### config.mk
export PLATFORM = sky130hd
export DESIGN_NAME = processor
export DESIGN_NICKNAME = d
export VERILOG_FILES = /design/src/cpu_pkg.sv /design/src/alu.sv /design/src/decode_unit.sv /design/src/hazard_unit.sv /design/src/processor.sv
export VERILOG_INCLUDE_DIRS = /design/src
export SDC_FILE = /design/constraint.sdc
export NUM_CORES = 1
export LEC_CHECK = 0
export ABC_AREA = 1
export BUFFER_PORTS_ARGS = -buffer_cell sky130_fd_sc_hd__buf_2
export CAP_MARGIN = 20
export CORE_ASPECT_RATIO = 1.5
export CORE_MARGIN = 3
export CORE_UTILIZATION = 25
export DETAILED_ROUTE_END_ITERATION = 10
export PLACE_DENSITY = 0.37
export SYNTH_ARGS = -nofsm -noshare
export SYNTH_HDL_FRONTEND = slang
export SYNTH_HIERARCHICAL = 1
export SYNTH_SLANG_ARGS = --single-unit
### constraint.sdc
create_clock -name clock -period 11.7 [get_ports clock]
set_input_delay 1.17 -clock clock [delete_from_list [all_inputs] [get_ports clock]]
set_output_delay 1.17 -clock clock [all_outputs]
set_load 0.01 [all_outputs]
### src/cpu_config.svh
// CPU configuration
// Widths, instruction field positions, opcodes, ALU function codes and
// forward source codes for the five-stage word-addressed processor
`ifndef CPU_CONFIG_SVH
`define CPU_CONFIG_SVH

// Datapath and register index widths
`define CPU_XLEN      32
`define CPU_REG_BITS  5
`define CPU_OP_BITS   5
`define CPU_FN_BITS   5
`define CPU_FWD_BITS  2
`define CPU_IMM_BITS  17
`define CPU_TGT_BITS  27

// Low bit of each instruction field
`define FLD_OPCODE    27
`define FLD_RD        22
`define FLD_RS        17
`define FLD_RT        12
`define FLD_SHAMT     7
`define FLD_FN        2

// Opcodes
`define OP_ALU        5'b00000
`define OP_J          5'b00001
`define OP_BNE        5'b00010
`define OP_ADDI       5'b00101
`define OP_BLT        5'b00110
`define OP_SW         5'b00111
`define OP_LW         5'b01000

// R-type function field
`define ALU_ADD       5'd0
`define ALU_SUB       5'd1
`define ALU_AND       5'd2
`define ALU_OR        5'd3
`define ALU_SLL       5'd4
`define ALU_SRA       5'd5

// Execute operand sources
`define FWD_PIPE      2'd0
`define FWD_MEM       2'd1
`define FWD_WB        2'd2

`endif

### src/cpu_pkg.sv
// CPU shared types
// Word, register index, opcode, ALU function and forward select types
`include "cpu_config.svh"

package cpu_pkg;

    // Data, instruction and address word
    typedef logic [`CPU_XLEN-1:0] word_t;

    // Register file index, also used for the shift amount
    typedef logic [`CPU_REG_BITS-1:0] reg_idx_t;

    // Major opcode field
    typedef logic [`CPU_OP_BITS-1:0] opcode_t;

    // R-type function field
    typedef logic [`CPU_FN_BITS-1:0] alu_fn_t;

    // Execute operand source: pipeline value, memory forward or writeback forward
    typedef logic [`CPU_FWD_BITS-1:0] fwd_sel_t;

endpackage

### src/alu.sv
// Execute ALU
// add, sub, and, or, sll and sra on two words, plus the not-equal and
// signed less-than flags used to resolve bne and blt
`timescale 1ns/1ps
`include "cpu_config.svh"

module alu (
    input  cpu_pkg::word_t    operand_a,
    input  cpu_pkg::word_t    operand_b,
    input  cpu_pkg::alu_fn_t  fn,
    input  cpu_pkg::reg_idx_t shamt,
    output cpu_pkg::word_t    result,
    output logic              not_equal,
    output logic              less_than
);

    always_comb begin
        case (fn)
            `ALU_ADD: result = operand_a + operand_b;
            `ALU_SUB: result = operand_a - operand_b;
            `ALU_AND: result = operand_a & operand_b;
            `ALU_OR:  result = operand_a | operand_b;
            // Shifts act on operand A by the shamt field
            `ALU_SLL: result = operand_a << shamt;
            `ALU_SRA: result = cpu_pkg::word_t'($signed(operand_a) >>> shamt);
            default:  result = '0;
        endcase
    end

    // Branch flags, independent of fn
    assign not_equal = (operand_a != operand_b);
    assign less_than = ($signed(operand_a) < $signed(operand_b));

endmodule

### src/decode_unit.sv
// Decode stage
// Splits the instruction into fields, picks both register file read indices,
// sign-extends the immediate and decides whether the result is written back
`timescale 1ns/1ps
`include "cpu_config.svh"

module decode_unit (
    input  cpu_pkg::word_t    instr,
    output cpu_pkg::reg_idx_t read_reg_a,
    output cpu_pkg::reg_idx_t read_reg_b,
    output cpu_pkg::reg_idx_t dest_reg,
    output cpu_pkg::word_t    imm,
    output logic              write_en,
    output logic              is_load,
    output logic              is_store,
    output logic              is_branch
);

    cpu_pkg::opcode_t  opcode;
    cpu_pkg::reg_idx_t rd;
    cpu_pkg::reg_idx_t rs;
    cpu_pkg::reg_idx_t rt;
    logic              is_alu;
    logic              is_addi;

    // Field extraction
    assign opcode = instr[`FLD_OPCODE +: `CPU_OP_BITS];
    assign rd     = instr[`FLD_RD +: `CPU_REG_BITS];
    assign rs     = instr[`FLD_RS +: `CPU_REG_BITS];
    assign rt     = instr[`FLD_RT +: `CPU_REG_BITS];

    // Instruction class
    assign is_alu    = (opcode == `OP_ALU);
    assign is_addi   = (opcode == `OP_ADDI);
    assign is_load   = (opcode == `OP_LW);
    assign is_store  = (opcode == `OP_SW);
    assign is_branch = (opcode == `OP_BNE) || (opcode == `OP_BLT);

    // Branches compare rd against rs, so rd goes out on port A
    assign read_reg_a = is_branch ? rd : rs;

    // Port B: rs for branches, store data register for sw, rt otherwise
    always_comb begin
        if (is_branch) begin
            read_reg_b = rs;
        end else if (is_store) begin
            read_reg_b = rd;
        end else begin
            read_reg_b = rt;
        end
    end

    assign dest_reg = rd;

    // 17-bit immediate, sign bit replicated up to the full word
    assign imm = {{(`CPU_XLEN - `CPU_IMM_BITS){instr[`CPU_IMM_BITS-1]}},
                  instr[`CPU_IMM_BITS-1:0]};

    // Only ALU, addi and lw write back, and never into r0
    assign write_en = (is_alu || is_addi || is_load) && (rd != '0);

endmodule

### src/hazard_unit.sv
// Hazard unit
// Picks forward sources for both execute operands, detects the load-use
// case that needs one bubble and flushes the front end on a redirect
`timescale 1ns/1ps
`include "cpu_config.svh"

module hazard_unit (
    input  cpu_pkg::reg_idx_t dec_rs,
    input  cpu_pkg::reg_idx_t dec_rt,
    input  cpu_pkg::reg_idx_t exe_rs,
    input  cpu_pkg::reg_idx_t exe_rt,
    input  cpu_pkg::reg_idx_t exe_rd,
    input  cpu_pkg::reg_idx_t mem_rd,
    input  cpu_pkg::reg_idx_t wb_rd,
    input  logic              dec_is_store,
    input  logic              exe_is_load,
    input  logic              mem_write_en,
    input  logic              wb_write_en,
    input  logic              redirect,
    output cpu_pkg::fwd_sel_t fwd_a,
    output cpu_pkg::fwd_sel_t fwd_b,
    output logic              stall,
    output logic              flush
);

    // Youngest writer wins, memory stage before writeback
    function automatic cpu_pkg::fwd_sel_t pick_source(input cpu_pkg::reg_idx_t src);
        if (mem_write_en && (mem_rd != '0) && (mem_rd == src)) begin
            pick_source = `FWD_MEM;
        end else if (wb_write_en && (wb_rd != '0) && (wb_rd == src)) begin
            pick_source = `FWD_WB;
        end else begin
            pick_source = `FWD_PIPE;
        end
    endfunction

    always_comb begin
        fwd_a = pick_source(exe_rs);
        fwd_b = pick_source(exe_rt);
    end

    // Load in execute feeding the instruction in decode
    // sw data skips this, it is patched from writeback in the memory stage
    assign stall = exe_is_load && (exe_rd != '0) &&
                   ((dec_rs == exe_rd) || ((dec_rt == exe_rd) && !dec_is_store));

    // Taken branch or jump squashes fetch/decode and decode/execute
    assign flush = redirect;

endmodule

### src/processor.sv
// Five-stage pipelined processor
// Fetch, decode, execute, memory and writeback with forwarding, a one-cycle
// load-use stall and branches resolved in execute. Memories and the register
// file sit outside and are driven through the ports
`timescale 1ns/1ps
`include "cpu_config.svh"

module processor (
    input  logic              clock,
    input  logic              rst,
    // Instruction memory
    output cpu_pkg::word_t    address_imem,
    input  cpu_pkg::word_t    q_imem,
    // Data memory
    output cpu_pkg::word_t    address_dmem,
    output cpu_pkg::word_t    data,
    output logic              wren,
    input  cpu_pkg::word_t    q_dmem,
    // Register file
    output logic              ctrl_write_enable,
    output cpu_pkg::reg_idx_t ctrl_write_reg,
    output cpu_pkg::reg_idx_t ctrl_read_reg_a,
    output cpu_pkg::reg_idx_t ctrl_read_reg_b,
    output cpu_pkg::word_t    data_write_reg,
    input  cpu_pkg::word_t    data_read_reg_a,
    input  cpu_pkg::word_t    data_read_reg_b
);

    // Fetch and decode
    cpu_pkg::word_t    pc, pc_next, redirect_target;
    cpu_pkg::word_t    fd_instr, fd_pc_next;
    cpu_pkg::reg_idx_t dec_rd;
    cpu_pkg::word_t    dec_imm;
    logic dec_write_en, dec_is_load, dec_is_store, dec_is_branch, dec_is_jump;
    logic redirect, stall, flush;
    // Decode/execute bank
    cpu_pkg::word_t    de_instr, de_pc_next, de_a, de_b, de_imm;
    cpu_pkg::reg_idx_t de_rs, de_rt, de_rd;
    logic de_write_en, de_is_load, de_is_store, de_is_branch, de_is_jump;
    // Execute
    cpu_pkg::opcode_t  exe_opcode;
    cpu_pkg::alu_fn_t  exe_fn;
    cpu_pkg::fwd_sel_t fwd_a, fwd_b;
    cpu_pkg::word_t    exe_a, exe_b, alu_b, alu_result, jump_target;
    logic exe_use_imm, not_equal, less_than;
    // Execute/memory and memory/writeback banks
    cpu_pkg::word_t    mem_alu, mem_store_data, wb_alu, wb_load;
    cpu_pkg::reg_idx_t mem_rd, mem_rt, wb_rd;
    logic mem_write_en, mem_is_load, mem_is_store, wb_write_en, wb_is_load;

    // 3:1 operand source mux
    function automatic cpu_pkg::word_t fwd_pick(input cpu_pkg::fwd_sel_t sel,
                                                input cpu_pkg::word_t pipe_val,
                                                input cpu_pkg::word_t mem_val,
                                                input cpu_pkg::word_t wb_val);
        case (sel)
            `FWD_MEM: fwd_pick = mem_val;
            `FWD_WB:  fwd_pick = wb_val;
            default:  fwd_pick = pipe_val;
        endcase
    endfunction

    assign address_imem = pc;
    assign pc_next      = pc + cpu_pkg::word_t'(1);

    // Redirect beats stall; stall holds the PC
    always_ff @(posedge clock) begin
        if (rst) begin
            pc <= '0;
        end else if (redirect) begin
            pc <= redirect_target;
        end else if (!stall) begin
            pc <= pc_next;
        end
    end

    // All-zero word decodes as add r0, a bubble
    always_ff @(posedge clock) begin
        if (rst || flush) begin
            fd_instr <= '0;
        end else if (!stall) begin
            fd_instr <= q_imem;
        end
    end

    always_ff @(posedge clock) begin
        if (!stall) begin
            fd_pc_next <= pc_next;
        end
    end

    decode_unit u_decode (
        .instr      (fd_instr),
        .read_reg_a (ctrl_read_reg_a),
        .read_reg_b (ctrl_read_reg_b),
        .dest_reg   (dec_rd),
        .imm        (dec_imm),
        .write_en   (dec_write_en),
        .is_load    (dec_is_load),
        .is_store   (dec_is_store),
        .is_branch  (dec_is_branch)
    );

    assign dec_is_jump = (fd_instr[`FLD_OPCODE +: `CPU_OP_BITS] == `OP_J);

    // Decode/execute control, bubble on flush or load-use stall
    always_ff @(posedge clock) begin
        if (rst || flush || stall) begin
            de_write_en  <= 1'b0;
            de_is_load   <= 1'b0;
            de_is_store  <= 1'b0;
            de_is_branch <= 1'b0;
            de_is_jump   <= 1'b0;
        end else begin
            de_write_en  <= dec_write_en;
            de_is_load   <= dec_is_load;
            de_is_store  <= dec_is_store;
            de_is_branch <= dec_is_branch;
            de_is_jump   <= dec_is_jump;
        end
    end

    // Operands come from the write-through register file
    always_ff @(posedge clock) begin
        de_instr   <= fd_instr;
        de_pc_next <= fd_pc_next;
        de_a       <= data_read_reg_a;
        de_b       <= data_read_reg_b;
        de_imm     <= dec_imm;
        de_rs      <= ctrl_read_reg_a;
        de_rt      <= ctrl_read_reg_b;
        de_rd      <= dec_rd;
    end

    assign exe_opcode  = de_instr[`FLD_OPCODE +: `CPU_OP_BITS];
    // Non R-type instructions add, addresses included
    assign exe_fn      = (exe_opcode == `OP_ALU) ? de_instr[`FLD_FN +: `CPU_FN_BITS] : `ALU_ADD;
    assign exe_use_imm = (exe_opcode == `OP_ADDI) || de_is_load || de_is_store;

    assign exe_a = fwd_pick(fwd_a, de_a, mem_alu, data_write_reg);
    assign exe_b = fwd_pick(fwd_b, de_b, mem_alu, data_write_reg);
    assign alu_b = exe_use_imm ? de_imm : exe_b;

    alu u_alu (
        .operand_a (exe_a),
        .operand_b (alu_b),
        .fn        (exe_fn),
        .shamt     (de_instr[`FLD_SHAMT +: `CPU_REG_BITS]),
        .result    (alu_result),
        .not_equal (not_equal),
        .less_than (less_than)
    );

    // Branch target is PC+1+imm, jump target is the zero-padded field
    assign jump_target     = {{(`CPU_XLEN - `CPU_TGT_BITS){1'b0}}, de_instr[`CPU_TGT_BITS-1:0]};
    assign redirect_target = de_is_jump ? jump_target : de_pc_next + de_imm;
    assign redirect        = de_is_jump ||
                             (de_is_branch && ((exe_opcode == `OP_BNE) ? not_equal : less_than));

    hazard_unit u_hazard (
        .dec_rs       (ctrl_read_reg_a),
        .dec_rt       (ctrl_read_reg_b),
        .exe_rs       (de_rs),
        .exe_rt       (de_rt),
        .exe_rd       (de_rd),
        .mem_rd       (mem_rd),
        .wb_rd        (wb_rd),
        .dec_is_store (dec_is_store),
        .exe_is_load  (de_is_load),
        .mem_write_en (mem_write_en),
        .wb_write_en  (wb_write_en),
        .redirect     (redirect),
        .fwd_a        (fwd_a),
        .fwd_b        (fwd_b),
        .stall        (stall),
        .flush        (flush)
    );

    // Execute/memory and memory/writeback control
    always_ff @(posedge clock) begin
        if (rst) begin
            mem_write_en <= 1'b0;
            mem_is_load  <= 1'b0;
            mem_is_store <= 1'b0;
            wb_write_en  <= 1'b0;
            wb_is_load   <= 1'b0;
        end else begin
            mem_write_en <= de_write_en;
            mem_is_load  <= de_is_load;
            mem_is_store <= de_is_store;
            wb_write_en  <= mem_write_en;
            wb_is_load   <= mem_is_load;
        end
    end

    always_ff @(posedge clock) begin
        mem_alu        <= alu_result;
        mem_store_data <= exe_b;
        mem_rd         <= de_rd;
        mem_rt         <= de_rt;
        wb_alu         <= mem_alu;
        wb_load        <= q_dmem;
        wb_rd          <= mem_rd;
    end

    // Store data from a lw just ahead is patched in from writeback
    assign address_dmem = mem_alu;
    assign data         = (wb_write_en && (wb_rd == mem_rt)) ? data_write_reg : mem_store_data;
    assign wren         = mem_is_store;

    assign ctrl_write_enable = wb_write_en;
    assign ctrl_write_reg    = wb_rd;
    assign data_write_reg    = wb_is_load ? wb_load : wb_alu;

endmodule

==> qor.yml, run 1 <==
run_status:
  status: "completed"
setup_path:
  critPathCapture: "address_imem[26]"
  reg2reg_depth: 32
  crit_fanout: 44
  rrSetupSlack_ps: 4310
  cp-start-kind: "flip-flop"
  crit_top_cell: "nand2_1"
  slowest_stage: "o21ai_0"
  regToRegEndpoint: "address_imem[26]"
  critPathRequiredTime_ps: 12260
  endpoint_kind: "flip-flop"
  r2r-start: "mem_rd[0]"
  critical_path.max_stage_delay_ps: 890
  arrival_ps: 7950
  worstSetupPathType: "reg -> reg"
  startpoint: "mem_rd[0]"
synthesis:
  synth_cell_types: 59
  synthCells: 4032
  synth_nets: 4306
  synth_seq_cells: 424
  yosysSeqAreaShare: 0.324
  netlist_area_um2: 27200
  synthTopCellsByArea: "dfxtp_1 (29%), nand2_1 (16%), nand3_1 (9.4%)"
  syn_avg_cell_area_um2: 6.74
  yosys_warnings: 6
  synth_top_area_frac: 0.289
  yosys.area.top_type: "dfxtp_1"
floorplan:
  die_h_um: 410
  fp-row-count: 147
  pin_count: 275
  start_util: 0.253
  die_x_um: 275
  design.die.area_um2: 113000
  core_area_um2: 107000
finish:
  fill_cells: 12212
  seq_area_um2: 8810
  syn2layout_area_growth_pct: 15.2
  multi_input_area_um2: 15300
  final_common_cell: "nand2_1"
  final_cell_mix: "nand2_1 (1176), inv_1 (522), nand3_1 (509), dfxtp_1 (388), buf_2 (275)"
  final_nets: 4479
  drive_above_1_share: 0.140
  final_area_um2: 31300
  final_util: 0.292
power_and_ir_drop:
  fin_total_pwr_uw: 4650
  p_int_uw: 2910
  swShare: 0.374
  ir_worst_vdd_mv: 0.115
  pwr-share-comb: 0.265
  power.density_nw_per_um2: 149
  clockPowerShare: 0.355
  p_switching_uw: 1740
  p_leak_uw: 0.0153
  pwr-share-seq: 0.380
sta:
  worstMarginPinSlew_ps: 1100
  fin_crit_ps: 7390
  finalHoldViolations: 0
  max_slew_margin: 0.257
  finalSetupTns_ps: 0
  fin_skew_ps: 46.2
  worst_slack_ps: 4310
  setup_viol: 0
  fmax_ghz: 0.135
  rsz0062_at_grt: "false"
  finalCritPeriodShare: 0.632
  maxSlewViolCount: 0
routing:
  drt-pass1-iter-count: 6
  drcViolationCount: 0
  wl_per_cell_um: 24.5
  viasPerCell: 4.78
  drt-total-wl_um: 139000
  num_vias: 27063
  ant_nets: 0
  drt_iter0_drc: 1867
global_routing:
  antenna_found_initial: 4
  grt_pass1_vias: 27474
  grt_pass1_wl_um: 195000
  grt_max_degree: 68
  gr-total-overflow: 0
  grt_use_total: 0.240
clock_tree:
  post_cts_resized: 0
  cts_setup_buffers: 0
  postCtsHoldBufs: 0
  cts.sinks: 424
  cts_buffer_depth: 3
  root_buffer: "clkbuf_16"
  cts_buffers: 49
  htreeDepth: 2
  clk_pin_slew_ps: 60
  clk_latency_ps: 660
  cts_tree: "built"
hold_path:
  min_path_cells: 0
  hold_start: "fd_pc_next[12]"
  hold_path_class: "reg -> reg"
placement:
  dp_hpwl_um: 113000
  placed_area_um2: 29600
  pre_cts_ws_ps: 4400
  place.gp.congestion: 0.961
  port_buffers: 274
run:
  maxCapViolCount: 0
-- worst max-delay path: cells and delay by family (launching register included) --
family | cells | cell delay (ps)
compound gates | 5 | 1430
xor+xnor | 1 | 430
fa+ha+maj | 2 | 670
buf+inv | 7 | 1170
flops | 1 | 400
simple gates | 17 | 3030
-- cells by family after synthesis --
family	Yosys count	synth area share
multiplexers	96	0.0438
adder cells (fa/ha/maj)	144	0.0671
XOR/XNOR	52	0.0173
flip-flops	424	0.324
buffers and inverters	730	0.115
AO/OA/AOI/OAI	459	0.0972
AND/OR/NAND/NOR	2127	0.336
-- routing by layer --
metal / wire, um / track usage / up-vias / share of wire
li1: - / - / 13297 / -
met2: 72200 / 0.448 / 761 / 0.52
met5: 0 / 0 / - / 0
met1: 54000 / 0.270 / 12784 / 0.39
met4: 7660 / 0.116 / 0 / 0.055
met3: 5040 / 0.0194 / 221 / 0.036
-- worst min path at each step --
stage	end
after global routing	de_pc_next[21]
after detailed placement	de_pc_next[28]
after CTS	de_pc_next[12]
after floorplan	de_pc_next[0]
final	de_pc_next[12]
after global placement	de_pc_next[31]
-- synthesized netlist by cell type (all sizes together) --
| cell | number |
|---|---|
| nand4 | 37 |
| nor3 | 33 |
| inv | 537 |
| and2 | 13 |
| nand3b | 20 |
| o21ai | 163 |
| nor2 | 297 |
| nor3b | 2 |
| nand2 | 1196 |
| o211ai | 17 |
| o22ai | 32 |
| a41oi | 3 |
| a31oi | 5 |
| mux2 | 96 |
| a311oi | 1 |
| a22oi | 65 |
| dfxtp | 392 |
| a21o | 1 |
| o21bai | 10 |
| nor4 | 2 |
| and3 | 3 |
| ha | 141 |
| clkinv | 1 |
| a31o | 1 |
| o221ai | 3 |
| clkbuf | 64 |
| a21oi | 156 |
| edfxtp | 32 |
| xnor2 | 16 |
| nand3 | 514 |
| or2 | 10 |
| buf | 128 |
| xor2 | 36 |
| a211oi | 2 |
| fa | 3 |
-- metrics by stage --
step | cells | hold slack (ps)
final | 5662 | 340
after CTS | 5661 | 340
after global routing | 5661 | 344
after floorplan | 4032 | 323
after global placement | 5568 | 323
after detailed placement | 5569 | 327
-- power groups by stage --
stage / sequential [uW] / clock [uW] / combinational, uW
floorplan: 1730 / 0 / 734
global placement: 1800 / 0 / 1240
detailed placement: 1800 / 0 / 1230
CTS: 1770 / 1710 / 1230
global route: 1780 / 1760 / 1340
finish: 1770 / 1650 / 1230
-- area by class of cell --
class	instances	area share
well taps	1415	0.0565
repair buffers	314	0.0533
clock buffers	63	0.0447
flip-flops and latches	424	0.281
multi-input cells	2878	0.489
clock inverters	29	0.0104
inverters	538	0.0646
diodes	1	0.0000799
Power figures use the tool's default switching activity.
==> run 2: changes to the inputs <==
==> constraint.sdc (replaced) <==
create_clock -name clock -period 7.68 [get_ports clock]
set_input_delay 0.768 -clock clock [delete_from_list [all_inputs] [get_ports clock]]
set_output_delay 0.768 -clock clock [all_outputs]
set_load 0.01 [all_outputs]
==> run 2 against run 1 <==
Effect of this change:
- global-route usage decreased by 0.056 points
- via count increased by 0.69%
- design area is 0.79% higher
- die area stayed put
- count of clock-buffer cells in the layout down 1
- fmax is 14% higher
- power grew 54%
- cell count rose by 0.48%
- first-iteration DRC count shrank 0.91%
- setup slack got worse by 3100 ps
- critical path type unchanged
==> qor.yml, run 2 (synthesized netlist as in run 1, its figures left out) <==
run_status:
  status: "completed"  # unchanged
power_and_ir_drop:
  ir_worst_vdd_mv: 0.171  # was 0.115 mV
  power.density_nw_per_um2: 226  # was 149 nW/um^2
  pwr-share-comb: 0.265  # about the same
  pwr-share-seq: 0.376  # was 0.380
  p_int_uw: 4500  # was 2910 uW
  p_switching_uw: 2650  # was 1740 uW
  clockPowerShare: 0.359  # was 0.355
  swShare: 0.370  # was 0.374
  p_leak_uw: 0.0155  # was 0.0153 uW
clock_tree:
  cts.sinks: 424  # unchanged
  root_buffer: "clkbuf_16"  # unchanged
  clk_pin_slew_ps: 70  # was 60 ps
  cts_buffers: 49  # unchanged
  htreeDepth: 2  # unchanged
  cts_tree: "built"  # unchanged
  cts_buffer_depth: 3  # unchanged
  post_cts_resized: 0  # unchanged
  postCtsHoldBufs: 0  # unchanged
  cts_setup_buffers: 0  # unchanged
  clk_latency_ps: 640  # was 660 ps
setup_path:
  startpoint: "mem_rd[0]"  # unchanged
  reg2reg_depth: 32  # unchanged
  arrival_ps: 7070  # was 7950 ps
  critPathRequiredTime_ps: 8260  # was 12260 ps
  worstSetupPathType: "reg -> reg"  # unchanged
  critical_path.max_stage_delay_ps: 690  # was 890 ps
  cp-start-kind: "flip-flop"  # unchanged
  r2r-start: "mem_rd[0]"  # unchanged
  slowest_stage: "ha_2"  # was o21ai_0
  endpoint_kind: "flip-flop"  # unchanged
  crit_fanout: 22  # was 44
  crit_top_cell: "nand2_1"  # unchanged
  regToRegEndpoint: "address_imem[27]"  # was address_imem[26]
  rrSetupSlack_ps: 1190  # was 4310 ps
global_routing:
  grt_pass1_vias: 27747  # was 27474
  grt_use_total: 0.239  # was 0.240
  grt_max_degree: 63  # was 68
  gr-total-overflow: 0  # unchanged
  grt_pass1_wl_um: 195000  # about the same
  antenna_found_initial: 3  # was 4
finish:
  final_common_cell: "nand2_1"  # unchanged
  drive_above_1_share: 0.145  # was 0.140
  final_cell_mix: "nand2_1 (1176), inv_1 (522), nand3_1 (509), dfxtp_1 (388), buf_2 (274)"  # was nand2_1 (1176), inv_1 (522), nand3_1 (509), dfxtp_1 (388), buf_2 (275)
  final_nets: 4505  # was 4479
  seq_area_um2: 8810  # unchanged
  fill_cells: 12237  # was 12212
  multi_input_area_um2: 15300  # about the same
  syn2layout_area_growth_pct: 16.1  # was 15.2%
floorplan:
  pin_count: 275  # unchanged
  die_h_um: 410  # unchanged
  core_area_um2: 107000  # unchanged
  fp-row-count: 147  # unchanged
  design.die.area_um2: 113000  # unchanged
  die_x_um: 275  # unchanged
  start_util: 0.253  # unchanged
sta:
  maxSlewViolCount: 0  # unchanged
  finalCritPeriodShare: 0.845  # was 0.632
  max_slew_margin: 0.349  # was 0.257
  fin_skew_ps: 20.1  # was 46.2 ps
  worstMarginPinSlew_ps: 968  # was 1100 ps
  finalHoldViolations: 0  # unchanged
  rsz0062_at_grt: "false"  # unchanged
  setup_viol: 0  # unchanged
  worst_slack_ps: 1190  # was 4310 ps
  fin_crit_ps: 6490  # was 7390 ps
  fmax_ghz: 0.154  # was 0.135 GHz
  finalSetupTns_ps: 0  # unchanged
routing:
  drt_iter0_drc: 1850  # was 1867
  num_vias: 27250  # was 27063
  drt-total-wl_um: 138000  # was 139000 um
  viasPerCell: 4.79  # was 4.78
  wl_per_cell_um: 24.3  # was 24.5 um
  drt-pass1-iter-count: 6  # unchanged
  ant_nets: 0  # unchanged
  drcViolationCount: 0  # unchanged
hold_path:
  hold_start: "q_dmem[9]"  # was fd_pc_next[12]
  min_path_cells: 1  # was 0
  hold_path_class: "in -> reg"  # was reg -> reg
  min_to: "wb_load[9]"  # was de_pc_next[12]
placement:
  dp_hpwl_um: 113000  # about the same
  place.gp.congestion: 0.995  # was 0.961
  port_buffers: 274  # unchanged
  pre_cts_ws_ps: 1240  # was 4400 ps
run:
  maxCapViolCount: 0  # unchanged
[run 2: cell count changes in the layout (fill, tap and decap cells not counted), sizes merged]
cell / change
clkbuf: -1
bufinv: +2
clkinv: -1
clkinvlp: -3
diode: +1
inv: +3
buf: +26
[run 2: layout make-up]
| type | count | share of cell area |
|---|---|---|
| Antenna cell | 2 | 0.000159 |
| Clock buffer | 62 | 0.0440 |
| Clock inverter | 30 | 0.0109 |
| Inverter | 538 | 0.0641 |
| Multi-Input combinational cell | 2878 | 0.485 |
| Sequential cell | 424 | 0.279 |
| Tap cell | 1415 | 0.0561 |
| Timing Repair Buffer | 340 | 0.0603 |
[run 2: how the worst max path moves through the flow]
stage                       endpoint  slack, ps
global route        address_imem[31]        520
global placement    address_imem[27]       1390
floorplan               fd_instr[30]       3150
detailed placement  address_imem[27]       1240
CTS                 address_imem[27]       1210
finish              address_imem[27]       1190
[run 2: worst max-delay path: cells and delay by family (launching register included)]
kind | cells | cell delay, ps
AOI/OAI and AO/OA | 4 | 1030
xor gates and xnor gates | 1 | 380
adders and majority gates | 2 | 1150
buffers and inverters | 9 | 1030
DFF | 1 | 400
and+or+nand+nor | 16 | 2390
[run 2: through the flow]
| stage | hold slack (ps) | instance area (um^2) | power [uW] | instances | utilization |
|---|---|---|---|---|---|
| global placement | 325 | 29800 | 4650 | 5594 | 0.278 |
| floorplan | 323 | 27200 | 3760 | 4032 | - |
| global route | 196 | 31600 | 7480 | 5687 | 0.294 |
| detailed placement | 328 | 29800 | 4620 | 5594 | 0.278 |
| finish | 224 | 31600 | 7140 | 5689 | 0.294 |
| CTS | 172 | 31600 | 7230 | 5686 | 0.294 |
[run 2: power groups by stage]
stage	Sequential, uW	Clock (uW)	Combinational, uW
after floorplan	2640	0	1120
after global placement	2740	0	1900
after detailed placement	2740	0	1890
after CTS	2690	2650	1900
after global routing	2710	2710	2060
final	2690	2570	1890
[run 2: routing by layer]
metal	track usage	wire length (um)
met1	0.270	53700
met2	0.444	71200
met3	0.0183	5160
met4	0.123	8280
met5	0	0
==> run 3: changes to the inputs <==
--- a/config.mk
+++ b/config.mk
@@ -13,7 +13,7 @@
 export CORE_MARGIN = 3
 export CORE_UTILIZATION = 25
 export DETAILED_ROUTE_END_ITERATION = 10
-export PLACE_DENSITY = 0.37
+export PLACE_DENSITY = 0.39
 export SYNTH_ARGS = -nofsm -noshare
 export SYNTH_HDL_FRONTEND = slang
 export SYNTH_HIERARCHICAL = 1
==> constraint.sdc (replaced) <==
create_clock -name clock -period 5.3 [get_ports clock]
set_input_delay 0.53 -clock clock [delete_from_list [all_inputs] [get_ports clock]]
set_output_delay 0.53 -clock clock [all_outputs]
set_load 0.01 [all_outputs]
==> run 3 against run 2 <==
Effect of this change:
- fmax rose by 31%
- flip-flop and latch count did not move
- die area did not move
- critical endpoint is now fd_instr[12]
==> qor.yml, run 3 (synthesized netlist as in run 1, its figures left out) <==
run_status:
  status: "completed"  # unchanged
placement:
  dp_hpwl_um: 115000  # was 113000 um
  place.gp.congestion: 0.952  # was 0.995
  port_buffers: 274  # unchanged
sta:
  max_slew_margin: 0.385  # was 0.349
  maxSlewViolCount: 0  # unchanged
  finalSetupTns_ps: 0  # unchanged
  finalCritPeriodShare: 0.932  # was 0.845
  worstMarginPinSlew_ps: 919  # was 968 ps
  fmax_ghz: 0.203  # was 0.154 GHz
  fin_crit_ps: 4940  # was 6490 ps
  fin_skew_ps: 17.4  # was 20.1 ps
  setup_viol: 0  # unchanged
  finalHoldViolations: 0  # unchanged
clock_tree:
  cts_buffer_depth: 3  # unchanged
  htreeDepth: 2  # unchanged
  cts_buffers: 49  # unchanged
  cts.sinks: 424  # unchanged
  root_buffer: "clkbuf_16"  # unchanged
  clk_latency_ps: 630  # was 640 ps
  cts_tree: "built"  # unchanged
  clk_pin_slew_ps: 60  # was 70 ps
routing:
  drcViolationCount: 0  # unchanged
  viasPerCell: 4.79  # about the same
  wl_per_cell_um: 23.5  # was 24.3 um
  drt-pass1-iter-count: 6  # unchanged
  ant_nets: 0  # unchanged
  num_vias: 28075  # was 27250
  drt_iter0_drc: 1828  # was 1850
  drt-total-wl_um: 138000  # about the same
global_routing:
  grt_pass1_wl_um: 194000  # was 195000 um
  grt_pass1_vias: 28422  # was 27747
  grt_max_degree: 55  # was 63
  grt_use_total: 0.237  # was 0.239
  antenna_found_initial: 4  # was 3
  gr-total-overflow: 0  # unchanged
finish:
  final_cell_mix: "nand2_1 (1172), inv_1 (522), nand3_1 (509), dfxtp_1 (381), buf_2 (274)"  # was nand2_1 (1176), inv_1 (522), nand3_1 (509), dfxtp_1 (388), buf_2 (274)
  final_util: 0.311  # was 0.294
  drive_above_1_share: 0.163  # was 0.145
  syn2layout_area_growth_pct: 23.0  # was 16.1%
  final_common_cell: "nand2_1"  # unchanged
  final_nets: 4676  # was 4505
power_and_ir_drop:
  power.density_nw_per_um2: 319  # was 226 nW/um^2
  ir_worst_vdd_mv: 0.252  # was 0.171 mV
  p_leak_uw: 0.0163  # was 0.0155 uW
setup_path:
  critPathRequiredTime_ps: 5850  # was 8260 ps
  reg2reg_depth: 30  # was 32
  endpoint_kind: "flip-flop"  # unchanged
  r2r-start: "de_rt[1]"  # was mem_rd[0]
  slowest_stage: "dfxtp_1"  # was ha_2
  crit_fanout: 44  # was 22
  critical_path.max_stage_delay_ps: 350  # was 690 ps
  worstSetupPathType: "reg -> reg"  # unchanged
  cp-start-kind: "flip-flop"  # unchanged
  rrSetupSlack_ps: 360  # was 1190 ps
  regToRegEndpoint: "fd_instr[12]"  # was address_imem[27]
  arrival_ps: 5490  # was 7070 ps
hold_path:
  min_path_cells: 1  # unchanged
  hold_path_class: "in -> reg"  # unchanged
  min_to: "de_a[22]"  # was wb_load[9]
  hold_start: "data_read_reg_a[22]"  # was q_dmem[9]
floorplan:
  core_area_um2: 107000  # unchanged
  die_x_um: 275  # unchanged
  fp-row-count: 147  # unchanged
  die_h_um: 410  # unchanged
  pin_count: 275  # unchanged
  design.die.area_um2: 113000  # unchanged
  start_util: 0.253  # unchanged
run:
  maxCapViolCount: 0  # unchanged
-- run 3: cell count changes in the layout (fill, tap and decap cells not counted), moves of 5 or more --
cell / before / now
buf_12: 3 / 16
buf_4: 63 / 126
dfxtp_1: 388 / 381
dfxtp_2: 4 / 11
dlygate4sd3_1: 0 / 92
nor2_1: 273 / 266
nor2_2: 16 / 21
-- run 3: how the worst max path moves through the flow --
stage	from	slack (ps)	end	cells after the start
6_report	de_rt[1]	360	fd_instr[12]	30
5_1_grt	de_rt[1]	-10	address_imem[24]	34
4_1_cts	de_rt[0]	30	de_is_jump	28
3_5_place_dp	de_rt[0]	60	de_is_jump	28
3_3_place_gp	de_rt[0]	70	de_is_jump	27
2_1_floorplan	ctrl_write_reg[2]	770	fd_instr[30]	30
-- run 3: per-stage QoR --
step / worst slack (ps) / total power, uW / cell area [um^2] / hold slack [ps] / std cells
after CTS: 34.2 / 10800 / 33300 / 3.71 / 5854
after global routing: -10.1 / 11200 / 33400 / 19.5 / 5856
after floorplan: 771 / 5440 / 27200 / 323 / 4032
final: 362 / 10700 / 33400 / 38.2 / 5857
after detailed placement: 63.4 / 6810 / 30600 / 327 / 5672
after global placement: 71.8 / 6840 / 30600 / 323 / 5672
-- run 3: critical path: cells and delay by family (launching register included) --
| family | cells | cell delay (ps) |
|---|---|---|
| compound gates | 4 | 710 |
| xor+xnor | 1 | 160 |
| fa+ha+maj | 2 | 620 |
| buf+inv | 8 | 1020 |
| flops | 1 | 350 |
| mux | 1 | 240 |
| simple gates | 14 | 1700 |
-- run 3: power by group --
| group | switching [uW] | total [uW] | internal, uW |
|---|---|---|---|
| clock | 1550 | 3840 | 2280 |
| sequential | 363 | 3930 | 3560 |
| combinational | 1920 | 2900 | 985 |
| total | 3830 | 10700 | 6830 |
-- run 3: what timing repair did --
action / in CTS / in global routing
setup buffers: 0 / 1
endpoints found under the hold margin: 92 / 0
endpoints found under the setup margin: 0 / 69
hold buffers: 92 / 0
gates resized for setup: 0 / 38
-- run 3: final cells by class --
class | instances | area (um^2)
multi-input cells | 2878 | 15400
well taps | 1415 | 1770
fillers | 12051 | 74000
inverters | 538 | 2020
flip-flops and latches | 424 | 8820
repair buffers | 511 | 3600
clock inverters | 28 | 420
clock buffers | 62 | 1400
diodes | 1 | 2.50
-- run 3: per-layer routing --
layer | track usage | up-vias | routed length, um | share of wire
met3 | 0.0200 | 258 | 4920 | 0.036
met5 | 0 | - | 0 | 0
li1 | - | 13693 | - | -
met1 | 0.263 | 13315 | 52800 | 0.38
met4 | 0.124 | 0 | 8340 | 0.061
met2 | 0.444 | 809 | 71600 | 0.52
